## src/source/nobl_settings.svh

```systemverilog
`ifndef NOBL_SETTINGS_SVH
`define NOBL_SETTINGS_SVH

// ********************************************************************
// array geometry
// ********************************************************************

// word address width, the full device uses 20 (1M words)
`define NOBL_ADDR_W 10

// one data word as seen on the pins
`define NOBL_WORD_W 18

// byte lane width, 9 bits with parity position
`define NOBL_BYTE_W 9

// lanes per word, one bw_n select each
`define NOBL_NBYTES 2

`endif

```

## src/source/nobl_pkg.sv

```systemverilog
package nobl_pkg;

`include "nobl_settings.svh"

  // ******************************************************************
  // cycle classification
  // ******************************************************************

  // one value per enabled cycle, idle covers deselect and stall
  typedef enum logic [2:0] {
    OP_IDLE     = 3'd0,  // deselected or clock disabled
    OP_LOAD_RD  = 3'd1,  // new address, read
    OP_LOAD_WR  = 3'd2,  // new address, write
    OP_BURST_RD = 3'd3,  // next burst address, read
    OP_BURST_WR = 3'd4   // next burst address, write
  } nobl_op_e;

  // ******************************************************************
  // data word
  // ******************************************************************

  // whole word for the read path, lanes for byte writes
  typedef union packed {
    logic [`NOBL_WORD_W-1:0]                   word;
    logic [`NOBL_NBYTES-1:0][`NOBL_BYTE_W-1:0] lane;  // lane[0] is bw_n[0]
  } nobl_word_u;

endpackage

```

## src/source/nobl_read_out.sv

```systemverilog
`include "nobl_settings.svh"

module nobl_read_out (
  input  logic                    clk,
  input  logic                    rst_i,
  input  logic                    cen_n_i,
  input  nobl_pkg::nobl_op_e      op_i,
  input  nobl_pkg::nobl_word_u    q_i,      // word read from the array
  input  logic                    oe_n_i,   // async output enable
  output logic [`NOBL_WORD_W-1:0] d_o,
  output logic                    d_oe_o
);

  import nobl_pkg::*;

  logic rd_cmd;    // this cycle is a read
  logic rd_v1_q;   // read issued, address stage
  logic rd_v2_q;   // array stage
  logic out_v_q;   // output register holds read data

  assign rd_cmd = (op_i == OP_LOAD_RD) || (op_i == OP_BURST_RD);

  // ********************************************************************
  // valid pipe, idle and writes push a zero through
  // ********************************************************************

  always_ff @(posedge clk)
  begin
    if (rst_i)
    begin
      rd_v1_q <= 1'b0;
      rd_v2_q <= 1'b0;
      out_v_q <= 1'b0;
    end
    else if (!cen_n_i)
    begin
      rd_v1_q <= rd_cmd;
      rd_v2_q <= rd_v1_q;
      out_v_q <= rd_v2_q;
    end
  end

  // output data register, holds on stalls
  always_ff @(posedge clk)
  begin
    if (!cen_n_i)
      d_o <= q_i.word;
  end

  assign d_oe_o = out_v_q & ~oe_n_i;  // oe_n cuts the drive at once

endmodule

```

## config.mk

```make
export PLATFORM = sky130hd
export DESIGN_NAME = nobl_read_out
export DESIGN_NICKNAME = d
export VERILOG_FILES = /design/src/source/nobl_pkg.sv /design/src/source/nobl_read_out.sv
export VERILOG_INCLUDE_DIRS = /design/src /design/src/source
export SDC_FILE = /design/constraint.sdc
export NUM_CORES = 1
export LEC_CHECK = 0
export CAP_MARGIN = 20
export CORE_MARGIN = 2
export CORE_UTILIZATION = 50
export CTS_CLUSTER_DIAMETER = 80
export CTS_CLUSTER_SIZE = 28
export DETAILED_ROUTE_END_ITERATION = 16
export DONT_BUFFER_PORTS = 1
export PLACE_DENSITY = 0.68
export SYNTH_ARGS = -nofsm -noshare
export SYNTH_HDL_FRONTEND = slang
export SYNTH_SLANG_ARGS = --single-unit
```

## constraint.sdc

```tcl
create_clock -name clk -period 0.8 [get_ports clk]
set_input_delay 0.04 -clock clk [delete_from_list [all_inputs] [get_ports clk]]
set_output_delay 0.04 -clock clk [all_outputs]
set_load 0.005 [all_outputs]
```

==> metrics.txt, run 1 <==
Crit path arrival time=roughly 0.76 ns; syn_area_per_cell=21.9 um2; worst endpoint required time=around 0.76 ns; Critical Path Fanout Max=2; WL/cell=16.4 um; DRT Wirelength=1.15 mm; area grow syn2layout=39.5%; total power=between 0.0015 and 0.002 W; Clk Tree Root Cell=clkbuf_4; Hold Crit Depth=2; CTS tree=yes; antenna violations before repair=0; Die W=between 40 and 50 um; ant diodes=0; post-route minimum period=between 0.7 and 0.8 ns; MaxCap Viol Count=0; Worst path slowest cell=dfxtp_2; most common cell after layout, fill and taps aside=dlygate4sd3_1; ANT nets after route=0; Reg2Reg Depth=2; Die Span Y=40.2 um; Slew HR=0.903; Via-to-Cell Ratio=about 5; slew at the pin closest to its max-slew limit=0.141 ns; via count=roughly 350; YS warnings=0; CORE AREA=approximately 1300 um2; Synth Cell Area=656 um2; Worst VDD drop=1.26 mV; CP top delay family=flip-flops; remaining global-route overflow=0; CTS clk-pin slew, worst paths=0.10 ns; post-layout util=0.721; number of cell rows=13; flops & latches, synth=21; vias in the first global route=roughly 360; Hold Slack=-0.111 ns; most frequent cells in the layout=dlygate4sd3_1, edfxtp_1, clkbuf_4; CP peak stage delay=between 0.3 and 0.4 ns; final setup vio count=0; maximum clock path buffer count=2; fraction of layout instances using a drive strength above 1=0.127; status=finished, violations left; H-tree Lvls=1; Hold WC Path Type=primary input to flip-flop; die area=~1600 um2; GRT Util Overall=0.152; Ports=44; failing checks=hold timing; first-pass GRT wire length=around 1.5 mm; Nets=approximately 80; synthesized instance count=30; Starting Density=0.517; FF+latch area=approximately 600 um2; worst skew pair latency=0.29 ns; Synth Net Count=55; register area share after synthesis=0.916; setup bufs post-CTS=0; worst slack, placed=roughly 0.16 ns; # hold bufs at CTS=19; port bufs=0; Netlist cell types=9; cell area power density=around 2100 nW/um2; critical path endpoint category=output pin; Achievable Freq=around 1300 MHz; CP Cell Sequence=nor2b_4; crit start category=flip-flop; multi-input logic area=around 60 um2; Static Leakage=0.332 nW; Clock Skew=approximately 0.000042 ns; pin count of the biggest net entering global routing=12; Setup WS post-layout=around 0.00054 ns; Worst Setup Path Type=flip-flop to output pin; fin. max-slew vios=0; buffer and inverter count on the worst path=0; Iteration-0 DRC Markers=1; RSZ-0062 raised after global routing=true; final hold violation count=3; Post-Place Cell Area=689 um2; stages on the worst setup path=1; Num Clock Sinks=21; Layout fillers=between 90 and 100; DRC=0; Pre-Repair DR Iteration Count=2; total CTS buffers=3; Design Area, Final=between 900 and 1000 um2; RD Place Congestion=~0.59; fin crit share=0.999; DP HPWL=roughly 800 um
-- state kept, by name, indices dropped and copies added (netlist names) --
| name | cells |
|---|---|
| rd_v1_q | 1 |
| rd_v2_q | 1 |
| out_v_q | 1 |
| d_o | 18 |
-- Yosys cell counts --
library cell	instances	area [um2]
or3b_1	1	8.76
mux2i_1	2	20.0
dfxtp_1	3	60.1
inv_1	1	3.75
nor2_1	2	7.51
edfxtp_1	18	541
a21oi_1	1	5.00
nand2_1	1	3.75
nor2b_1	1	6.26
-- per-layer routing --
layer | wire length (um) | up-vias | global-route usage
met3 | 65 | 0 | 0.0333
met2 | 690 | 20 | 0.302
met4 | 0 | 0 | 0.100
met1 | 392 | 166 | 0.129
met5 | 0 | - | 0
li1 | - | 160 | -
-- cell families after synthesis --
group,synth area share
simple gates,0.0401
compound gates,0.00763
flops,0.916
mux,0.0305
buf+inv,0.00572
-- repair_timing --
action,4_1_cts,5_1_grt
pin swaps,0,0
endpoints found under the setup margin,1,1
gates resized for setup,3,0
endpoints found under the hold margin,21,3
-- metrics by stage --
stage | setup TNS [ns] | instances
floorplan | 0 | 30
global placement | 0 | 47
global route | -0.0383 | 70
finish | 0 | 70
detailed placement | 0 | 47
CTS | -0.0160 | 70
-- worst paths after layout --
check                             start      end  slack, ns
worst max-delay path            out_v_q   d_oe_o     0.0005
worst min-delay path            cen_n_i  rd_v1_q      -0.11
worst max register to register  out_v_q  out_v_q       0.17
worst min register to register  rd_v1_q  rd_v1_q       0.48
-- power by group --
part / switching, W / leakage, nW / total [W] / internal (W)
Clock: 0.000280 / 0.0150 / 0.000474 / 0.000194
Sequential: 0.0000393 / 0.201 / 0.00131 / 0.00127
Combinational: 0.0000339 / 0.116 / 0.000108 / 0.0000743
-- layout make-up --
class	count	share of cell area
inverters	1	0.00410
clock buffers	4	0.0287
repair buffers	21	0.224
flip-flops and latches	21	0.658
multi-input cells	8	0.0643
well taps	15	0.0205
(Power assumes the default switching activity.)
==> run 2, diff against run 1 <==
--- a/config.mk
+++ b/config.mk
@@ -7,13 +7,14 @@
 export NUM_CORES = 1
 export LEC_CHECK = 0
 export CAP_MARGIN = 20
-export CORE_MARGIN = 2
-export CORE_UTILIZATION = 50
+export CORE_AREA = 2 2 39 41
+export CTS_BUF_LIST = sky130_fd_sc_hd__clkbuf_4 sky130_fd_sc_hd__clkbuf_8
 export CTS_CLUSTER_DIAMETER = 80
 export CTS_CLUSTER_SIZE = 28
 export DETAILED_ROUTE_END_ITERATION = 16
+export DIE_AREA = 0 0 41 43
 export DONT_BUFFER_PORTS = 1
-export PLACE_DENSITY = 0.68
+export PLACE_DENSITY = 0.67
 export SYNTH_ARGS = -nofsm -noshare
 export SYNTH_HDL_FRONTEND = slang
 export SYNTH_SLANG_ARGS = --single-unit
==> run 2 against run 1 <==
Combinational power up 5%. Register-to-register slack got worse by 0.11 ns. Critical path type unchanged. Clock-buffer cell count down 1. Clock power about the same. Setup slack got worse by 0.0081 ns. Non-clock buffer count unchanged. Hold slack got worse by 0.013 ns. Critical endpoint unchanged. Critical path depth stayed put. Sequential share of layout area down 1.1 points. The flow finishes with violations (hold timing, setup timing). Largest power group unchanged. Clock skew is essentially flat. Sequential power barely moved. Fmax down 1.0%.
==> metrics.txt, run 2 (synthesis gave the netlist of run 1 again) <==
Hold Slack=-0.124 ns (-0.0126 ns); remaining global-route overflow=0 (unchanged); CORE AREA=1380 um2 (+9.1%); Die W=41 um (+2.0%); number of cell rows=14 (+1); ANT nets after route=0 (unchanged); Logic pwr share=0.059 (+0.002); Clk Tree Root Cell=clkbuf_4; Critical Path Fanout Max=2 (unchanged); Clock Skew=0.0000452 ns (+0.00000330 ns); CP peak stage delay=0.35 ns (about the same); fraction of layout instances using a drive strength above 1=0.145 (+0.0182); Achievable Freq=1240 MHz (-1.0%); clock power share=0.249 (about the same); Psw=0.000360 W (+1.8%); total power=0.00190 W (+0.11%); RSZ-0062 raised after global routing=true; CTS tree=yes; pin count of the biggest net entering global routing=19 (+7); die area=1760 um2 (+9.0%); CP Cell Sequence=nor2b_4; most frequent cells in the layout=dlygate4sd3_1, edfxtp_1, clkbuf_4; non-filler instance count after layout=71 (+1.4%); final setup vio count=1 (+1); post-route minimum period=0.808 ns (+0.00813 ns); Worst Setup Path Type=flip-flop to output pin; crit start category=flip-flop; worst slack, placed=0.183 ns (+0.0242 ns); maximum clock path buffer count=2 (unchanged); CP top delay family=flip-flops; worst skew pair latency=0.28 ns (about the same); antenna violations before repair=0 (unchanged); Iteration-0 DRC Markers=2 (+1); buffer and inverter count on the worst path=0 (unchanged); Hold WC Path Type=primary input to flip-flop; switching portion of total power=0.190 (+0.00322); cell count after placement=47 (unchanged); Reg power frac=0.692 (about the same); final hold violation count=3 (unchanged); Setup WS post-layout=-0.00759 ns (-0.00813 ns); DRC=0 (unchanged); failing checks=hold timing, setup timing; internal power=0.00154 W (-0.28%); Die Span Y=43 um (+6.9%); Worst VDD drop=1.09 mV (-13%); Design Area, Final=930 um2 (+1.6%); Slew HR=0.908 (+0.00457); MaxCap Viol Count=0 (unchanged); Starting Density=0.474 (-0.0430); Ports=44 (unchanged); worst reg-to-reg setup slack=0.06 ns (-0.11 ns); via count=360 (+4.0%); Via-to-Cell Ratio=5.07 (+2.6%); Static Leakage=0.340 nW (+2.4%); worst endpoint required time=0.76 ns (about the same); critical path endpoint category=output pin; fin. max-slew vios=0 (unchanged); area grow syn2layout=41.8%; vias in the first global route=395 (+8.5%); Worst path slowest cell=dfxtp_2; most common cell after layout, fill and taps aside=dlygate4sd3_1; cell area power density=2040 nW/um2 (-1.5%); Pre-Repair DR Iteration Count=3 (+1); CTS clk-pin slew, worst paths=0.10 ns (about the same); fin crit share=1.01 (+0.0102); port bufs=0 (unchanged); GRT Util Overall=0.140 (-0.0123); WL/cell=15.9 um (-2.8%); post-layout util=0.672 (-0.0491); ant diodes=0 (unchanged); Nets=81 (unchanged); Largest register FFs=18 (unchanged); # hold bufs at CTS=19 (unchanged); first-pass GRT wire length=1.57 mm (+5.6%); RD Place Congestion=0.554 (-6.3%); total CTS buffers=3 (unchanged); H-tree Lvls=1 (unchanged); status=finished, violations left; DRT Wirelength=1.13 mm (-1.4%); Most flops, register=d_o; Num Clock Sinks=21 (unchanged); Post-Place Cell Area=696 um2 (+0.91%); slew at the pin closest to its max-slew limit=0.135 ns (-0.00666 ns); Crit path arrival time=0.77 ns (about the same); Layout fillers=97 (-1.0%)
==> run 2: cell type report <==
| class | instances | area (um2) | share of cell area |
|---|---|---|---|
| multi-input cells | 8 | 58.8 | 0.0633 |
| clock buffers | 3 | 22.5 | 0.0242 |
| clock inverters | 1 | 5.00 | 0.00538 |
| well taps | 16 | 20.0 | 0.0215 |
| flip-flops and latches | 21 | 602 | 0.647 |
| repair buffers | 21 | 218 | 0.234 |
| inverters | 1 | 3.75 | 0.00404 |
==> run 2: power by group through the flow <==
stage / Clock (W) / Combinational, W / Sequential (W)
floorplan: 0 / 0.0000201 / 0.00133
global placement: 0 / 0.0000348 / 0.00134
detailed placement: 0 / 0.0000364 / 0.00134
CTS: 0.000489 / 0.000113 / 0.00132
global route: 0.000543 / 0.000122 / 0.00132
finish: 0.000472 / 0.000113 / 0.00131
==> run 2: worst paths after layout <==
check / from / to / depth (start not counted)
worst min-delay path: cen_n_i / rd_v1_q / 2
worst min register to register: rd_v1_q / rd_v1_q / 2
worst max register to register: out_v_q / out_v_q / 3
worst max-delay path: out_v_q / d_oe_o / 1
==> run 2: what timing repair did <==
action	CTS	global route
gates resized for setup	3	0
buffers inserted	1	0
gates cloned	0	0
endpoints found under the hold margin	21	3
pin swaps	0	0
endpoints found under the setup margin	1	2
==> run 2: routing by layer <==
metal  track usage  part of all wire  vias up
met4        0.0600             0.019        0
li1              -                 -      161
met1         0.106              0.32      175
met3        0.0524             0.064        2
met2         0.269              0.60       22
met5             0                 0        -
==> run 2: metrics by stage <==
stage | hold slack (ns) | setup TNS, ns
4_1_cts | -0.132 | -0.00610
3_5_place_dp | 0.114 | 0
2_1_floorplan | 0.109 | 0
5_1_grt | -0.125 | -0.0408
6_report | -0.124 | -0.00759
3_3_place_gp | 0.111 | 0
