===== config.mk =====
export PLATFORM = sky130hd
export DESIGN_NAME = nobl_cmd_decode
export DESIGN_NICKNAME = d
export VERILOG_FILES = /design/src/source/nobl_pkg.sv /design/src/source/nobl_cmd_decode.sv
export VERILOG_INCLUDE_DIRS = /design/src /design/src/source
export SDC_FILE = /design/constraint.sdc
export NUM_CORES = 1
export LEC_CHECK = 0
export ABC_AREA = 1
export BUFFER_PORTS_ARGS = -buffer_cell sky130_fd_sc_hd__buf_2
export CAP_MARGIN = 10
export CORE_AREA = 2 2 39 41
export CTS_BUF_LIST = sky130_fd_sc_hd__clkbuf_4
export DETAILED_ROUTE_END_ITERATION = 10
export DIE_AREA = 0 0 41 43
export GPL_ROUTABILITY_DRIVEN = 0
export PLACE_DENSITY = 0.6
export REMOVE_ABC_BUFFERS = 1
export SYNTH_ARGS = -nofsm -noshare
export SYNTH_HDL_FRONTEND = slang
export SYNTH_SLANG_ARGS = --single-unit

===== constraint.sdc =====
create_clock -name clk -period 0.95 [get_ports clk]
set_input_delay 0.1425 -clock clk [delete_from_list [all_inputs] [get_ports clk]]
set_output_delay 0.1425 -clock clk [all_outputs]
set_load 0.01 [all_outputs]

===== src/source/nobl_settings.svh =====
`ifndef NOBL_SETTINGS_SVH
`define NOBL_SETTINGS_SVH

// ********************************************************************
// array geometry
// ********************************************************************

// word address width, the full device uses 20 (1M words)
`define NOBL_ADDR_W 10

// one data word as seen on the pins
`define NOBL_WORD_W 18

// byte lane width, 9 bits with parity position
`define NOBL_BYTE_W 9

// lanes per word, one bw_n select each
`define NOBL_NBYTES 2

`endif


===== src/source/nobl_pkg.sv =====
package nobl_pkg;

`include "nobl_settings.svh"

  // ******************************************************************
  // cycle classification
  // ******************************************************************

  // one value per enabled cycle, idle covers deselect and stall
  typedef enum logic [2:0] {
    OP_IDLE     = 3'd0,  // deselected or clock disabled
    OP_LOAD_RD  = 3'd1,  // new address, read
    OP_LOAD_WR  = 3'd2,  // new address, write
    OP_BURST_RD = 3'd3,  // next burst address, read
    OP_BURST_WR = 3'd4   // next burst address, write
  } nobl_op_e;

  // ******************************************************************
  // data word
  // ******************************************************************

  // whole word for the read path, lanes for byte writes
  typedef union packed {
    logic [`NOBL_WORD_W-1:0]                   word;
    logic [`NOBL_NBYTES-1:0][`NOBL_BYTE_W-1:0] lane;  // lane[0] is bw_n[0]
  } nobl_word_u;

endpackage


===== src/source/nobl_cmd_decode.sv =====
module nobl_cmd_decode (
  input  logic               clk,
  input  logic               rst_i,
  input  logic               cen_n_i,    // clock enable, low active
  input  logic               adv_i,      // 1 = burst continue, 0 = load
  input  logic               we_n_i,     // write type, sampled on loads
  input  logic [1:0]         bw_n_i,     // byte selects, fresh every cycle
  input  logic               ce1_n_i,
  input  logic               ce2_i,
  input  logic               ce3_n_i,
  output nobl_pkg::nobl_op_e op_o,       // class of the current cycle
  output logic               step_o,     // enabled and selected
  output logic               wr_en_o,    // write strobe, two stages late
  output logic [1:0]         wr_bw_n_o   // lanes for that strobe
);

  import nobl_pkg::*;

  logic       cyc_en;    // this edge is a real edge
  logic       cs_load;   // chip selects valid on a load cycle
  logic       sel_q;     // selection kept for bursts
  logic       wr_q;      // write type kept for bursts
  logic       sel_now;   // selection that applies to this cycle
  logic       wr_now;    // write type that applies to this cycle
  logic [1:0] bw_now;    // lanes of this cycle, all off for a read
  logic       wr_s1_q;   // write pipe, stage 1
  logic       wr_s2_q;   // write pipe, stage 2
  logic [1:0] bw_s1_q;
  logic [1:0] bw_s2_q;

  // ********************************************************************
  // cycle decode
  // ********************************************************************

  assign cyc_en  = ~cen_n_i;
  assign cs_load = ~ce1_n_i & ce2_i & ~ce3_n_i;  // all three must agree

  // bursts inherit what the last load decided
  assign sel_now = adv_i ? sel_q : cs_load;
  assign wr_now  = adv_i ? wr_q : ~we_n_i;
  assign bw_now  = wr_now ? bw_n_i : 2'b11;     // bw ignored on reads

  always_comb
  begin
    op_o = OP_IDLE;                              // stall or deselect
    if (cyc_en && sel_now)
    begin
      case ({adv_i, wr_now})
        2'b00:   op_o = OP_LOAD_RD;
        2'b01:   op_o = OP_LOAD_WR;
        2'b10:   op_o = OP_BURST_RD;
        default: op_o = OP_BURST_WR;
      endcase
    end
  end

  assign step_o = cyc_en & sel_now;  // address block moves only then

  // ********************************************************************
  // remembered load state and write pipe
  // ********************************************************************

  always_ff @(posedge clk)
  begin
    if (rst_i)
    begin
      sel_q   <= 1'b0;
      wr_q    <= 1'b0;
      wr_s1_q <= 1'b0;
      wr_s2_q <= 1'b0;
    end
    else if (cyc_en)
    begin
      // a load refreshes selection and write type, deselected or not
      if (!adv_i)
      begin
        sel_q <= cs_load;
        wr_q  <= ~we_n_i;
      end
      wr_s1_q <= sel_now & wr_now;   // bw = 11 still counts as a write
      wr_s2_q <= wr_s1_q;
    end
  end

  // lane selects follow the strobe, frozen on stalls
  always_ff @(posedge clk)
  begin
    if (cyc_en)
    begin
      bw_s1_q <= bw_now;
      bw_s2_q <= bw_s1_q;
    end
  end

  // array writes at the next enabled edge with d_i on the pins
  assign wr_en_o   = wr_s2_q;
  assign wr_bw_n_o = bw_s2_q;

endmodule


==> results of run 1 <==
## per-stage QoR
step | instances | setup TNS (ns) | worst slack (ns) | utilization, %
global placement | 79 | -0.0737 | -0.0400 | 36.8
finish | 87 | -1.27 | -0.203 | 44.4
detailed placement | 79 | -0.120 | -0.0657 | 36.8
global route | 87 | -1.72 | -0.264 | 44.4
CTS | 85 | -1.01 | -0.216 | 41.7
floorplan | 40 | -0.0383 | -0.0191 | -
## cell usage in the layout, fill, tap and decap left out
cell / count
buf_6: 4
a21oi_1: 2
nand4_1: 1
edfxtp_1: 4
nand2_4: 2
dfxtp_1: 2
nor2_4: 1
inv_2: 3
or2_1: 2
buf_4: 8
clkbuf_4: 4
o21ai_0: 1
a21oi_2: 3
inv_1: 3
nand2_2: 5
nand2_1: 5
buf_2: 15
dfxtp_2: 2
nor2_1: 4
## state kept, by name, indices dropped and copies added, names as in the netlist
signal,count
bw_s1_q,2
wr_bw_n_o,2
sel_q,1
wr_en_o,1
wr_q,1
wr_s1_q,1
## path summary, 6_finish.rpt
check	cells past startpoint	slack, ns	from	endpoint
setup / recovery	5	-0.20	sel_q	op_o[0]
hold / removal	2	0.10	rst_i	wr_s1_q
setup reg to reg	6	-0.18	wr_q	bw_s1_q[1]
hold reg to reg	0	0.42	bw_s1_q[0]	wr_bw_n_o[0]
## power by group through the flow
| stage | combinational [mW] | clock (mW) | sequential, mW |
|---|---|---|---|
| global placement | 0.101 | 0 | 0.388 |
| floorplan | 0.0374 | 0 | 0.390 |
| CTS | 0.120 | 0.319 | 0.382 |
| detailed placement | 0.102 | 0 | 0.388 |
| finish | 0.132 | 0.305 | 0.382 |
| global route | 0.145 | 0.335 | 0.383 |
## repair_timing
action | in CTS | in global routing
gates cloned | 0 | 0
gates resized for setup | 9 | 6
buffers inserted | 2 | 2
endpoints found under the setup margin | 7 | 9
pin swaps | 2 | 3
hold endpoints to repair | 0 | 0
## kinds of logic after synthesis
logic type / Yosys count / synth area share (%)
simple gates: 20 / 28.1
buf+inv: 6 / 6.32
compound gates: 6 / 9.47
flops: 8 / 56.1
## per-layer routing
layer	routed length, um	vias up
met5	0	-
met4	0	0
met3	63	0
met2	354	9
met1	297	150
li1	-	188
## layout make-up
class | instances | area, sq um
multi-input cells | 26 | 159
repair buffers | 27 | 180
inverters | 6 | 22.5
flip-flops and latches | 8 | 203
well taps | 16 | 20.0
clock buffers | 4 | 30.0
fillers | 139 | 769
==> run metrics, run 1 <==
most crowded layer after global routing=met2; IO Count=17; Logic pwr share=16.1%; Final ANT Viol Nets=0; syn_area_per_cell=8.91 sq um; largest net degree at the start of global routing=6; Initial Utilization=25.8%; Critical path buffers and inverters=1; initial antenna violation count=0; Worst Slack Setup Final=-0.203 ns; fin. max-slew vios=0; Worst slew margin=90.0%; global-route wire length before repair=1.17 mm; worst min path class=primary input to register; Crit. End Element=output pin; Die ar.=0.00176 sq mm; asr flop ratio synth=0%; worst skew pair latency=0.25 ns; Final Cycle Share=121%; CTS tree=yes; top-area cell type share of the netlist area=33.7%; total track usage=9.90%; crit start category=register; drt wl/cell=8.22 um; M2 GR Usage=15.6%; vias in the first global route=325; largest area contributor in the netlist=edfxtp_1; Slowest cell on crit path=dfxtp_2; area grow syn2layout=72.3%; Row Count=14; status=complete, but fails checks; Die Width=41 um; vias per cell=3.99; kind of cell adding the most delay to the critical path=flip-flops; clock share of power=37.2%; GRT Residual Overflow=0; Data required, critical path=0.81 ns; fin area=614 sq um; Vias=347; Final Hold Vio Count=0; share of cells above drive strength 1=66.2%; Nets=82; Seq/Total Area, Yosys=56.1%; Initial DRC Count=1; DRT Pass-1 Iters=2; post-route minimum period=1.15 ns; failing checks=negative setup slack; M1 GR Usage=10.5%; total power=0.819 mW; Placed Area=509 sq um; Post-synth EDFFs=4; Yosys warning total=0; Antenna Cells=0; H-tree Lvls=1; drt drc=0; #FFs+latches synth=8; CTS Root Buffer Type=clkbuf_4; number of buffers created by CTS=3; clock skew=0.00836 ns; Syn Inst Count=40; Num Clock Sinks=8; IO buf count=16; Distinct cells, synth=13; # hold bufs at CTS=0; Fmax achieved=867 MHz; Bufs on Longest Clock Path=2; dominant cells by area after synthesis=edfxtp_1 34%, dfxtp_1 22%, nand2_1 8.4%; leakage power=0.305 nW; Peak VDD IR=0.896 mV; power density over the cells=1330 mW/mm^2; RSZ-0062 raised after global routing=yes; Arr. time, crit path=1.01 ns; Cell Int Power=0.639 mW; core area=0.00138 sq mm; Setup CP Type=register to output pin; Final HPWL DP=559 um; Routed WL=715 um; Switching Share=22.0%; most used cell, CP=nand2_4; Max-Cap Viols=0; met3 GRT Util=8.38%; Reg power frac=46.6%; Commonest cells post-synth=8 x nand2_1, 5 x inv_1; sw power=0.180 mW; crit-path max cell delay=0.33 ns; worst hold margin=0.103 ns; Final setup viols=8; CTS clock-pin slew for the worst setup and hold paths=0.05 ns; Die Span Y=43 um; CP Cell Sequence=nand2_2, nand2_4, nand2_4, a21oi_2, buf_2; Mapped Area=357 sq um; Main synth FF type=edfxtp_1; Tightest Pin Transition=0.148 ns; most common cell in the netlist=nand2_1; crit path max fanout=4
Power figures use the tool's default switching activity.
==> inputs of run 2 (changes only) <==
--- a/config.mk
+++ b/config.mk
@@ -9,3 +9,2 @@
 export ABC_AREA = 1
-export BUFFER_PORTS_ARGS = -buffer_cell sky130_fd_sc_hd__buf_2
 export CAP_MARGIN = 10
@@ -15,4 +14,5 @@
 export DIE_AREA = 0 0 41 43
+export DONT_BUFFER_PORTS = 1
 export GPL_ROUTABILITY_DRIVEN = 0
-export PLACE_DENSITY = 0.6
+export PLACE_DENSITY = 0.48
 export REMOVE_ABC_BUFFERS = 1
==> constraint.sdc (replaced) <==
create_clock -name clk -period 0.95 [get_ports clk]
set_input_delay 0.0475 -clock clk [delete_from_list [all_inputs] [get_ports clk]]
set_output_delay 0.0475 -clock clk [all_outputs]
set_load 0.01 [all_outputs]
==> run 2 against run 1 <==
The flow still finishes with violations (negative setup slack). Setup slack improved by 0.13 ns. Final cell count decreased by 20%. Clock-buffer cell count is the same. Clock power is essentially flat. Critical path depth shrank 1. Hold slack got worse by 0.0086 ns. Utilization decreased by 6.2 points. Design area decreased by 14%. Total power shrank 4.3%. Via count decreased by 14%. Combinational power fell by 28%.
==> run metrics, run 2 (same netlist as run 1, synthesis figures left out) <==
status=complete, but fails checks; failing checks=negative setup slack; worst min path class=primary input to register; Initial Utilization=25.8% (unchanged); R2R cell count=7 (+1); CTS clock-pin slew for the worst setup and hold paths=0.06 ns (about the same); area grow syn2layout=48.1%; Placed Area=414 sq um (-19%); most frequent cells in the layout=7 x nand2_2, 5 x nand2_1, 5 x buf_4; Num Clock Sinks=8 (unchanged); share of cells above drive strength 1=51.9% (-14 points); vias in the first global route=276 (-15%); vias per cell=4.29 (+7.5%); reg2reg start=wr_q; Routed WL=687 um (-3.9%); RR Endpoint=wr_s1_q; WHS Path Cells=3 (+1); Final HPWL DP=510 um (-8.8%); Worst slew margin=82.8% (-7.2 points); Antenna Cells=0 (unchanged); IO buf count=0 (-16); hold path endpoint=bw_s1_q[0]; Final Hold Vio Count=0 (unchanged); Final ANT Viol Nets=0 (unchanged); TNS Setup=-0.188 ns (+1.08 ns); worst skew pair latency=0.25 ns (about the same); CTS tree=yes; leakage power=0.214 nW (-30%); power density over the cells=1480 mW/mm^2 (+11%); Arr. time, crit path=0.98 ns (-0.03 ns); most used cell, CP=nand2_2; Worst Slack Setup Final=-0.0745 ns (+0.128 ns); drt wl/cell=9.81 um (+19%); Peak VDD IR=1.02 mV (+14%); CTS Root Buffer Type=clkbuf_4; clock skew=0.00831 ns (-0.0000529 ns); DRT Pass-1 Iters=3 (+1); post-route minimum period=1.02 ns (-0.128 ns); number of buffers created by CTS=3 (unchanged); fin area=528 sq um (-14%); Die Width=41 um (unchanged); crit start category=register; GRT Residual Overflow=0 (unchanged); Crit. End Element=output pin; Setup CP Type=register to output pin; total track usage=9.68% (-0.22 points); Die ar.=0.00176 sq mm (unchanged); core area=0.00138 sq mm (unchanged); final core utilization=38.2% (-6.2 points); largest net degree at the start of global routing=7 (+1); crit-path max cell delay=0.33 ns (about the same); fin. max-slew vios=0 (unchanged); Bufs on Longest Clock Path=2 (unchanged); Vias=300 (-14%); Slowest cell on crit path=dfxtp_2; global-route wire length before repair=1.10 mm (-6.5%); IO Count=17 (unchanged); drt drc=0 (unchanged); RSZ-0062 raised after global routing=yes; H-tree Lvls=1 (unchanged); worst hold margin=0.0940 ns (-0.00860 ns); Hold Crit Start=adv_i; Row Count=14 (unchanged); Tightest Pin Transition=0.257 ns (+0.109 ns); reg2reg setup slack=0.01 ns (+0.19 ns); crit path max fanout=4 (unchanged); Initial DRC Count=2 (+1); Max-Cap Viols=0 (unchanged); initial antenna violation count=0 (unchanged); Final setup viols=4 (-4); CP Cell Sequence=nand2_2, nand2_2, nand2_2, a21oi_4; Nets=65 (-21%); Final Cycle Share=108% (-14 points); Die Span Y=43 um (unchanged); Finished Layout Cells=70 (-20%); most common cell after layout, fill and taps aside=nand2_2; placed insts=61 (-23%); Data required, critical path=0.90 ns (+0.09 ns); Fmax achieved=976 MHz (+13%)
[run 2: cell types whose count changed in the layout (fill, tap and decap cells not counted), moves of 2 or more]
cell           change
dlygate4sd3_1      +4
nand2_2            +2
buf_6              -3
buf_2             -15
nand2_4            -2
buf_4              -3
[run 2: timing repair]
action	4_1_cts	5_1_grt
endpoints found under the setup margin	7	8
cloned	0	0
buffers inserted	1	1
endpoints found under the hold margin	6	0
pin swaps	2	2
hold buffers	4	0
resized for setup	10	5
[run 2: worst max-delay path: cells and delay by family, from the launching register on]
family	cells	cell delay [ns]
compound gates	1	0.16
simple gates	3	0.24
flops	1	0.33
[run 2: area by class of cell]
cell class	count	area, sq um
fill	143	856
inverter	6	22.5
timing repair buffer	10	88.8
tap	16	20.0
clock buffer	4	30.0
sequential	8	203
multi-input combinational	26	164
[run 2: routing by layer]
layer | global-route usage, % | wire length (um) | vias up
li1 | - | - | 156
met2 | 14.1 | 337 | 11
met5 | 0 | 0 | -
met4 | 0 | 0 | 0
met3 | 9.95 | 60 | 0
met1 | 10.4 | 289 | 133
[run 2: how the worst max path moves through the flow]
stage,start,end,slack [ns],cells past startpoint
after floorplan,wr_q,bw_s1_q[0],-0.02,4
after global placement,wr_q,bw_s1_q[0],0.004,4
after detailed placement,wr_q,bw_s1_q[1],-0.009,4
after CTS,sel_q,op_o[2],-0.08,5
after global routing,sel_q,op_o[2],-0.13,5
final,sel_q,op_o[0],-0.07,4
[run 2: through the flow]
stage / worst slack [ns] / total power, mW
floorplan: -0.0191 / 0.428
global placement: 0.00407 / 0.453
detailed placement: -0.00891 / 0.453
CTS: -0.0832 / 0.794
global route: -0.130 / 0.838
finish: -0.0745 / 0.783
[run 2: where the power goes]
| part | internal [mW] | switching (mW) | leakage (nW) |
|---|---|---|---|
| Clock | 0.189 | 0.114 | 0.0184 |
| Combinational | 0.0475 | 0.0477 | 0.126 |
| Sequential | 0.378 | 0.00685 | 0.0695 |
