<file path="src/source/nobl_settings.svh">
`ifndef NOBL_SETTINGS_SVH
`define NOBL_SETTINGS_SVH

// ********************************************************************
// array geometry
// ********************************************************************

// word address width, the full device uses 20 (1M words)
`define NOBL_ADDR_W 10

// one data word as seen on the pins
`define NOBL_WORD_W 18

// byte lane width, 9 bits with parity position
`define NOBL_BYTE_W 9

// lanes per word, one bw_n select each
`define NOBL_NBYTES 2

`endif

</file>
<file path="src/source/nobl_pkg.sv">
package nobl_pkg;

`include "nobl_settings.svh"

  // ******************************************************************
  // cycle classification
  // ******************************************************************

  // one value per enabled cycle, idle covers deselect and stall
  typedef enum logic [2:0] {
    OP_IDLE     = 3'd0,  // deselected or clock disabled
    OP_LOAD_RD  = 3'd1,  // new address, read
    OP_LOAD_WR  = 3'd2,  // new address, write
    OP_BURST_RD = 3'd3,  // next burst address, read
    OP_BURST_WR = 3'd4   // next burst address, write
  } nobl_op_e;

  // ******************************************************************
  // data word
  // ******************************************************************

  // whole word for the read path, lanes for byte writes
  typedef union packed {
    logic [`NOBL_WORD_W-1:0]                   word;
    logic [`NOBL_NBYTES-1:0][`NOBL_BYTE_W-1:0] lane;  // lane[0] is bw_n[0]
  } nobl_word_u;

endpackage

</file>
<file path="src/source/nobl_burst_addr.sv">
`include "nobl_settings.svh"

module nobl_burst_addr (
  input  logic                    clk,
  input  logic                    rst_i,
  input  logic                    cen_n_i,
  input  logic                    mode_i,     // 1 = interleaved burst
  input  logic [`NOBL_ADDR_W-1:0] a_i,
  input  nobl_pkg::nobl_op_e      op_i,
  input  logic                    step_i,
  output logic [`NOBL_ADDR_W-1:0] rd_addr_o,  // address of the newest cycle
  output logic [`NOBL_ADDR_W-1:0] wr_addr_o   // address paired with wr_en
);

  import nobl_pkg::*;

  logic [`NOBL_ADDR_W-1:0] addr_q;     // access address, write stage 1
  logic [`NOBL_ADDR_W-1:0] wr_addr_q;  // write stage 2
  logic                    start_q;    // a[0] of the last load
  logic [1:0]              lo_next;    // next burst position

  // linear counts up, interleave from an odd start counts down
  always_comb
  begin
    if (!start_q || !mode_i)
      lo_next = addr_q[1:0] + 2'd1;
    else
      lo_next = addr_q[1:0] - 2'd1;
  end

  // ********************************************************************
  // address register
  // ********************************************************************

  always_ff @(posedge clk)
  begin
    if (rst_i)
    begin
      addr_q  <= '0;
      start_q <= 1'b0;
    end
    else if (!cen_n_i && step_i)
    begin
      case (op_i)
        OP_LOAD_RD, OP_LOAD_WR:
        begin
          addr_q  <= a_i;
          start_q <= a_i[0];
        end
        OP_BURST_RD, OP_BURST_WR:
          addr_q[1:0] <= lo_next;   // upper bits stay put
        default: ;
      endcase
    end
  end

  // second write stage lines up with wr_s2 in the decoder
  always_ff @(posedge clk)
  begin
    if (!cen_n_i)
      wr_addr_q <= addr_q;
  end

  assign rd_addr_o = addr_q;
  assign wr_addr_o = wr_addr_q;

endmodule

</file>
<file path="config.mk">
export PLATFORM = sky130hd
export DESIGN_NAME = nobl_burst_addr
export DESIGN_NICKNAME = d
export VERILOG_FILES = /design/src/source/nobl_pkg.sv /design/src/source/nobl_burst_addr.sv
export VERILOG_INCLUDE_DIRS = /design/src /design/src/source
export SDC_FILE = /design/constraint.sdc
export NUM_CORES = 1
export LEC_CHECK = 0
export ABC_AREA = 1
export BUFFER_PORTS_ARGS = -buffer_cell sky130_fd_sc_hd__buf_4
export CORE_MARGIN = 2
export CORE_UTILIZATION = 40
export DETAILED_ROUTE_END_ITERATION = 7
export GPL_TIMING_DRIVEN = 0
export PLACE_DENSITY = 0.73
export SYNTH_ARGS = -nofsm -noshare
export SYNTH_HDL_FRONTEND = slang
export SYNTH_SLANG_ARGS = --single-unit
</file>
<file path="constraint.sdc">
create_clock -name clk -period 0.9 [get_ports clk]
set_input_delay 0.045 -clock clk [delete_from_list [all_inputs] [get_ports clk]]
set_output_delay 0.045 -clock clk [all_outputs]
set_load 0.02 [all_outputs]
</file>
==> flow_summary.yaml, run 1 <==
outcome:
  status: "complete, but fails checks"
  violations: "setup timing"
placed_design:
  hpwl_mm: 1.25
  routabilityCongestion: 0.690
  place_area_mm2: 0.00113
  port_buffers: 37
timing:
  slew_headroom_pct: 80.9
  hold_slack_ns: 0.00973
  slew_viol_final: 0
  finalCritPeriodShare_pct: 101
  grt_setup_unrepaired: "true"
  fin_ws_ns: -0.00942
  worstMarginPinSlew_ns: 0.287
  skew_ns: 0.000399
  min_period_ns: 0.909
  hold_viol_final: 0
  finalSetupViolations: 1
  max_clock_freq_mhz: 1100
  tns_ns: -0.00942
floorplan:
  fp.dieH_um: 49.2
  initial_core_util_pct: 42.1
  die_area_mm2: 0.00242
  rows: 16
  coreArea_mm2: 0.00194
  fp.dieW_um: 49.2
  pin_count: 38
global_route:
  grt_pass1_vias: 675
  grt_max_degree: 12
  grt_use_total_pct: 15.6
  grt_first_pass_wirelength_mm: 2.82
  overflow: 0
  grt_antenna_before_repair: 0
yosys:
  yosysWarnings: 0
  yosysSeqAreaShare_pct: 63.6
  synthFlopType: "dfxtp_1"
  synthArstFlopShare_pct: 0
  ys_top_cells_by_count: "nor2_1 (20), nand2_1 (12), dfxtp_1 (11), o21ai_1 (11), edfxtp_1 (10)"
  synth.top_cell.area_share_pct: 36.7
  yosysTopAreaCell: "edfxtp_1"
  synth_most_common_cell: "nor2_1"
  syn_inst: 88
  syn-mean-instance-area_um2: 9.30
  synth_seq_cells: 21
  synth_nets: 106
  syn_area_um2: 818
  synth.area.top_cells: "edfxtp_1 (37%), dfxtp_1 (27%), nor2_1 (9.2%), o21ai_1 (6.7%), nand2_1 (5.5%)"
  synth_edf_count: 10
  synth_cell_types: 14
routing:
  drc: 0
  drtIter0Drc: 17
  wl_mm: 1.72
  vias_per_cell: 4.54
  antenna_left: 0
  post_drt_wl_per_cell_um: 10.4
  dr.pass1.iters: 4
  vias: 753
critical_path:
  path_max_fanout: 1
  critPathMaxStageDelay_ns: 0.42
  start_kind: "flip-flop"
  critPathCaptureType: "output port"
  crit_required_ns: 0.85
  critical_path_class: "flip-flop to output port"
  critPathBufInv: 1
  cp_slowest_cell: "edfxtp_1"
  path_delay_family: "flip-flops"
  path_cells: "buf_6"
  arrival_ns: 0.86
clock_network:
  cts_buffers: 3
  clock_tree.root_cell: "clkbuf_4"
  h-tree-depth: 1
  clkSinkCount: 21
  cts_buffer_depth: 2
  path_clk_slew_ns: 0.11
  clock_latency_ns: 0.29
  cts_tree: "yes"
cells_and_area:
  fin_area_mm2: 0.00131
  regArea_um2: 531
  diodes: 0
  drive_gt1_share_pct: 43.2
  multiInputGateArea_um2: 258
  final_util_pct: 67.3
  fillers: 172
  syn_to_final_growth_pct: 59.6
  nets: 158
power_and_ir_drop:
  ir_drop_uv: 887
  p_per_area_mw_per_mm2: 1440
  leakagePower_nw: 0.619
worst_hold_path:
  min_path_type: "input port to flip-flop"
job:
  drv_cap: 0
worst register-to-register path, cell delays in order, from the launching register on:
cell	delay [ns]
dfxtp_4	0.38
inv_2	0.06
nand2_1	0.05
nand3_1	0.06
nand2_1	0.05
nand2_1	0.06
nand3_1	0.06
a21oi_1	0.12
layout by cell type (no fill, tap or decap), drive strengths merged:
cell type | Yosys | final
clkbuf | 0 | 4
a21oi | 2 | 2
nand2 | 15 | 15
inv | 11 | 11
nand3 | 5 | 5
o21ai | 12 | 12
dfxtp | 11 | 11
buf | 1 | 39
nor2 | 21 | 21
dlygate4sd3 | 0 | 9
edfxtp | 10 | 10
final cells by class:
type | count | area share [%]
Multi-Input combinational cell | 55 | 19.7
Sequential cell | 21 | 40.6
Buffer | 1 | 0.862
Timing Repair Buffer | 47 | 31.0
Inverter | 11 | 3.16
Clock buffer | 4 | 2.01
Tap cell | 27 | 2.59
metrics by stage:
stage                     power (mW)  cells  setup WS, ns
after CTS                       1.87    166      -0.00981
after detailed placement        1.41    152        -0.205
final                           1.88    166      -0.00942
after floorplan                 1.26     88       0.00159
after global routing            1.96    166       -0.0416
after global placement          1.40    152        -0.163
cell families after synthesis:
logic type	after synthesis	synth area share, %
compound gates	14	8.56
buf+inv	12	6.42
flops	21	63.6
simple gates	41	21.4
report_power, final:
part	leakage (nW)	switching, mW	internal, mW
sequential	0.195	0.0317	1.05
combinational	0.409	0.177	0.189
clock	0.0150	0.258	0.172
metal layers:
metal  wire length (um)  part of all wire (%)  track usage, %
met1                703                    41            16.5
met2                915                    53            28.6
met3                 90                   5.2            3.37
met4                 14                  0.81            7.62
met5                  0                     0               0
path summary, 6_finish.rpt:
path	depth (start not counted)	from	end	slack, ns
max reg2reg	7	rd_addr_o[0]	rd_addr_o[1]	0
min	3	a_i[0]	start_q	0.01
min reg2reg	0	rd_addr_o[8]	wr_addr_o[8]	0.46
max	1	wr_addr_o[2]	wr_addr_o[2]	-0.009
sequential cells by signal (all words and copies together), names as in the netlist:
register   count
rd_addr_o     10
start_q        1
wr_addr_o     10
repair_timing:
item / in CTS / in global routing
hold buffers: 9 / 0
resized for setup: 4 / 13
setup buffers: 1 / 0
hold endpoints to repair: 9 / 0
cloned: 0 / 0
pin swaps: 2 / 5
endpoints found under the setup margin: 2 / 12
No activity file was read; power rests on OpenSTA's default activity.
==> run 2, diff against run 1 <==
--- a/config.mk
+++ b/config.mk
@@ -6,13 +6,13 @@
 export SDC_FILE = /design/constraint.sdc
 export NUM_CORES = 1
 export LEC_CHECK = 0
-export ABC_AREA = 1
+export ABC_AREA = 0
 export BUFFER_PORTS_ARGS = -buffer_cell sky130_fd_sc_hd__buf_4
 export CORE_MARGIN = 2
-export CORE_UTILIZATION = 40
+export CORE_UTILIZATION = 39
 export DETAILED_ROUTE_END_ITERATION = 7
 export GPL_TIMING_DRIVEN = 0
-export PLACE_DENSITY = 0.73
+export PLACE_DENSITY = 0.72
 export SYNTH_ARGS = -nofsm -noshare
 export SYNTH_HDL_FRONTEND = slang
 export SYNTH_SLANG_ARGS = --single-unit
==> flow_summary.yaml, run 2 <==
yosys:
  synth_nets: 79
  synth_cell_types: 21
  syn-mean-instance-area_um2: 13.2
  yosysWarnings: 0
  syn_inst: 61
  yosysSeqAreaShare_pct: 64.8
  synth_seq_cells: 21
  yosysTopAreaCell: "edfxtp_1"
  synth_edf_count: 10
  synth.top_cell.area_share_pct: 37.4
  synth_most_common_cell: "dfxtp_1"
  synthArstFlopShare_pct: 0
  ys_top_cells_by_count: "dfxtp_1 (11), edfxtp_1 (10), mux2i_1 (9), nor2_1 (9), nand2_1 (4)"
  syn_area_um2: 803
  synthFlopType: "dfxtp_1"
  synth.area.top_cells: "edfxtp_1 (37%), dfxtp_1 (27%), mux2i_1 (11%), nor2_1 (4.2%), xnor2_1 (2.2%)"
outcome:
  violations: "setup timing"
  status: "complete, but fails checks"
global_route:
  grt_pass1_vias: 654
  grt_use_total_pct: 15.7
  overflow: 0
  use_met2_pct: 30.6
  busiest_layer: "met2"
  met3_usage_pct: 3.99
  use_met1_pct: 15.7
  grt_max_degree: 12
  grt_antenna_before_repair: 0
  grt_first_pass_wirelength_mm: 2.82
timing:
  slew_headroom_pct: 69.1
  slew_viol_final: 0
  worstMarginPinSlew_ns: 0.463
  min_period_ns: 1.03
  hold_slack_ns: 0.0237
  grt_setup_unrepaired: "true"
  hold_viol_final: 0
  max_clock_freq_mhz: 974
  skew_ns: 0.00233
  fin_ws_ns: -0.127
  finalCritPeriodShare_pct: 114
  finalSetupViolations: 2
cells_and_area:
  layout_commonest_cell: "buf_4"
  drive_gt1_share_pct: 50.9
  layout_common_cells: "buf_4 (28), buf_6 (12), edfxtp_1 (10)"
  nets: 133
  syn_to_final_growth_pct: 68.5
  diodes: 0
  fin_cells: 141
critical_path:
  r2r_end: "rd_addr_o[1]"
  path_max_fanout: 3
  reg2reg_from: "rd_addr_o[0]"
  worstRegToRegCells: 4
  start_kind: "flip-flop"
  cp-endpoint: "rd_addr_o[1]"
  cp_slowest_cell: "dfxtp_4"
  critical_path_class: "flip-flop to flip-flop"
  path_cells: "xor2_2, xnor2_1, mux2i_1, a211oi_2"
  cp-startpoint: "rd_addr_o[0]"
  critPathCaptureType: "flip-flop"
  crit_required_ns: 1.08
  critPathMaxStageDelay_ns: 0.37
  arrival_ns: 1.21
  r2r_slack_ns: -0.13
placed_design:
  routabilityCongestion: 0.733
  port_buffers: 37
  dp_cells: 125
  dp_slack_ns: -0.265
clock_network:
  clkSinkCount: 21
  path_clk_slew_ns: 0.11
  cts_buffers: 3
  cts_tree: "yes"
  cts_buffer_depth: 2
  clock_latency_ns: 0.29
  h-tree-depth: 1
  clock_tree.root_cell: "clkbuf_4"
worst_hold_path:
  hp-start: "a_i[0]"
  min_path_type: "input port to flip-flop"
floorplan:
  die_area_mm2: 0.00244
  pin_count: 38
  coreArea_mm2: 0.00196
  fp.dieW_um: 49.4
  rows: 16
  fp.dieH_um: 49.4
  initial_core_util_pct: 40.9
routing:
  drtIter0Drc: 13
  antenna_left: 0
  vias: 650
  drc: 0
  wl_mm: 1.78
  dr.pass1.iters: 3
  vias_per_cell: 4.61
  post_drt_wl_per_cell_um: 12.6
power_and_ir_drop:
  p_sw_share_pct: 23.1
  design_power_total_mw: 1.83
  power.clock.fraction_pct: 23.3
  p_switching_uw: 423
  ir_drop_uv: 911
  power_frac_comb_pct: 18.8
  p_int_mw: 1.40
  leakagePower_nw: 0.616
  power_frac_seq_pct: 57.9
  p_per_area_mw_per_mm2: 1350
job:
  drv_cap: 0
==> run 2: cell types whose count changed after synthesis, moves of 2 or more <==
cell | before | now
nand2b_1 | 0 | 2
xnor2_1 | 0 | 2
mux2i_1 | 0 | 9
inv_1 | 7 | 1
nor2_1 | 20 | 9
nand3_1 | 5 | 0
nand2_1 | 12 | 4
nand2_2 | 2 | 0
inv_2 | 4 | 0
o21ai_1 | 11 | 0
==> run 2: how the worst min path moves through the flow <==
stage                        end  cells after the start
floorplan           rd_addr_o[1]                      1
global placement    rd_addr_o[1]                      2
detailed placement  rd_addr_o[1]                      2
CTS                      start_q                      3
global route             start_q                      3
finish                   start_q                      3
==> run 2: area by class of cell <==
type / instances / area [um^2]
buffer: 2 / 15.0
clock buffer: 4 / 26.3
fill: 176 / 608
inverter: 1 / 3.75
multi-input combinational: 37 / 303
sequential: 21 / 533
tap: 27 / 33.8
timing repair buffer: 49 / 439
==> run 2: cells by family (layout without fill, tap and decap cells) <==
kind of cell              count (synthesis)  in the layout  share of synthesized area [%]
muxes                                     9              9                           11.2
buffers and inverters                     3             56                           2.34
AOI/OAI and AO/OA                         6              6                           7.01
DFF                                      21             21                           64.8
and+or+nand+nor                          19             19                           11.4
xor gates and xnor gates                  3              3                           3.27
==> run 2: timing repair <==
item	CTS	global route
pin swaps	0	3
setup endpoints to repair	4	19
hold buffers	9	0
gates resized for setup	5	16
endpoints found under the hold margin	9	0
buffers inserted	2	1
cloned	0	0
==> run 2: power by group through the flow <==
stage / logic, mW / registers [mW] / clock network (mW)
after floorplan: 0.0848 / 1.12 / 0
after global placement: 0.260 / 1.07 / 0
after detailed placement: 0.264 / 1.07 / 0
after CTS: 0.308 / 1.05 / 0.453
after global routing: 0.367 / 1.06 / 0.488
final: 0.343 / 1.06 / 0.426
==> run 2: metal layers <==
layer / vias to the layer above / part of all wire (%)
li1: 317 / -
met1: 312 / 39
met2: 19 / 56
met3: 2 / 4.2
met4: 0 / 0.79
met5: - / 0
==> run 2: per-stage QoR <==
step	util [%]	cell area [um^2]	TNS, ns
floorplan	-	818	-0.544
global placement	57.6	1130	-2.49
detailed placement	57.6	1130	-2.60
CTS	65.4	1280	-0.236
global route	69.0	1350	-0.521
finish	69.0	1350	-0.190
==> run 2: critical path: cells and delay by family, from the launching register on <==
family	cells	cell delay, ns
DFF	1	0.37
xor gates and xnor gates	2	0.29
muxes	1	0.17
AOI/OAI and AO/OA	1	0.09
==> run 3, diff against run 2 <==
--- a/config.mk
+++ b/config.mk
@@ -7,12 +7,12 @@
 export NUM_CORES = 1
 export LEC_CHECK = 0
 export ABC_AREA = 0
-export BUFFER_PORTS_ARGS = -buffer_cell sky130_fd_sc_hd__buf_4
 export CORE_MARGIN = 2
-export CORE_UTILIZATION = 39
+export CORE_UTILIZATION = 52
 export DETAILED_ROUTE_END_ITERATION = 7
+export DONT_BUFFER_PORTS = 1
 export GPL_TIMING_DRIVEN = 0
-export PLACE_DENSITY = 0.72
+export PLACE_DENSITY = 0.7
 export SYNTH_ARGS = -nofsm -noshare
 export SYNTH_HDL_FRONTEND = slang
 export SYNTH_SLANG_ARGS = --single-unit
==> flow_summary.yaml, run 3 (synthesis gave the netlist of run 2 again) <==
global_route:
  grt_first_pass_wirelength_mm: 2.08
  grt_use_total_pct: 15.8
  overflow: 0
  grt_max_degree: 13
  grt_antenna_before_repair: 0
  grt_pass1_vias: 504
timing:
  min_period_ns: 1.09
  slew_headroom_pct: 68.4
  hold_viol_final: 2
  tns_ns: -0.193
  finalCritPeriodShare_pct: 121
  finalSetupViolations: 1
  max_clock_freq_mhz: 915
  fin_ws_ns: -0.193
  grt_setup_unrepaired: "true"
  skew_ns: 0.000640
  slew_viol_final: 0
  worstMarginPinSlew_ns: 0.474
  hold_slack_ns: -0.0162
routing:
  post_drt_wl_per_cell_um: 14.4
  vias_per_cell: 5.38
  vias: 495
  drtIter0Drc: 7
  wl_mm: 1.33
  antenna_left: 0
  dr.pass1.iters: 2
  drc: 0
critical_path:
  critPathMaxStageDelay_ns: 0.40
  worstRegToRegCells: 4
  reg2reg_from: "rd_addr_o[0]"
  r2r_end: "rd_addr_o[1]"
  critPathCaptureType: "flip-flop"
  crit_required_ns: 1.12
  critical_path_class: "flip-flop to flip-flop"
  path_cells: "xor2_2, xnor2_1, mux2i_1, a211oi_2"
  cp_slowest_cell: "dfxtp_4"
  arrival_ns: 1.31
  r2r_slack_ns: -0.19
  start_kind: "flip-flop"
  path_max_fanout: 5
clock_network:
  clkSinkCount: 21
  cts_hold_buf: 11
  path_clk_slew_ns: 0.11
  clock_latency_ns: 0.29
  cts_buffers: 3
  cts_tree: "yes"
  h-tree-depth: 1
  cts_buffer_depth: 2
  clock_tree.root_cell: "clkbuf_4"
worst_hold_path:
  min_path_type: "input port to flip-flop"
  hp-start: "op_i[2]"
  min_to: "start_q"
  whs_path_depth: 3
floorplan:
  die_area_mm2: 0.00188
  rows: 14
  fp.dieH_um: 43.3
  initial_core_util_pct: 54.6
  coreArea_mm2: 0.00147
  fp.dieW_um: 43.3
  pin_count: 38
outcome:
  status: "complete, but fails checks"
  violations: "hold timing, setup timing"
placed_design:
  port_buffers: 0
  dp_cells: 77
  place_area_um2: 838
  dp_slack_ns: -0.186
  routabilityCongestion: 0.761
  hpwl_um: 885
power_and_ir_drop:
  ir_drop_uv: 1090
  design_power_total_mw: 1.68
  p_per_area_mw_per_mm2: 1700
  leakagePower_nw: 0.401
cells_and_area:
  layout_common_cells: "dlygate4sd3_1 (11), edfxtp_1 (10), mux2i_1 (9), nor2_1 (9), dfxtp_1 (9)"
  final_util_pct: 66.8
  syn_to_final_growth_pct: 22.4
  diodes: 0
  fillers: 123
  drive_gt1_share_pct: 17.1
  fin_cells: 92
  fin_area_um2: 983
  nets: 95
  layout_commonest_cell: "dlygate4sd3_1"
job:
  drv_cap: 0
## run 3: changes by cell type in the layout (fill, tap and decap cells not counted), sizes merged
cell	before	now
dlygate4sd3	9	11
clkinv	0	1
clkbuf	5	4
buf	41	1
## run 3: area by class of cell
type	instances	area [um^2]	area share, %
flip-flops and latches	21	528	53.7
multi-input cells	37	279	28.4
repair buffers	11	110	11.2
clock buffers	3	22.5	2.29
well taps	16	20.0	2.04
plain buffers	2	15.0	1.53
clock inverters	1	5.00	0.509
inverters	1	3.75	0.382
## run 3: timing repair
item,CTS,global route
gates cloned,0,0
endpoints found under the hold margin,11,1
gates resized for setup,0,1
setup endpoints to repair,1,1
setup buffers,0,0
## run 3: worst max-delay path by stage
stage | startpoint | end | slack [ns] | depth (start not counted)
detailed placement | rd_addr_o[0] | rd_addr_o[1] | -0.19 | 4
floorplan | rd_addr_o[1] | rd_addr_o[1] | -0.10 | 4
finish | rd_addr_o[0] | rd_addr_o[1] | -0.19 | 4
global placement | rd_addr_o[0] | rd_addr_o[1] | -0.16 | 4
CTS | rd_addr_o[0] | rd_addr_o[1] | -0.22 | 4
global route | rd_addr_o[0] | rd_addr_o[1] | -0.30 | 4
## run 3: metal layers
| layer | GRT usage (%) | wire, um | vias up |
|---|---|---|---|
| li1 | - | - | 243 |
| met4 | 9.09 | 15 | 0 |
| met3 | 4.68 | 73 | 2 |
| met1 | 18.2 | 542 | 232 |
| met5 | 0 | 0 | - |
| met2 | 26.0 | 696 | 18 |
## run 3: power breakdown
part	switching, mW	total (mW)	internal [mW]
registers	0.0665	1.10	1.04
clock network	0.270	0.435	0.165
logic	0.0601	0.138	0.0784
## run 3: critical path, delay by kind of cell (launching register included)
kind / cells / cell delay (ns)
flops: 1 / 0.40
xor+xnor: 2 / 0.33
compound gates: 1 / 0.17
mux: 1 / 0.11
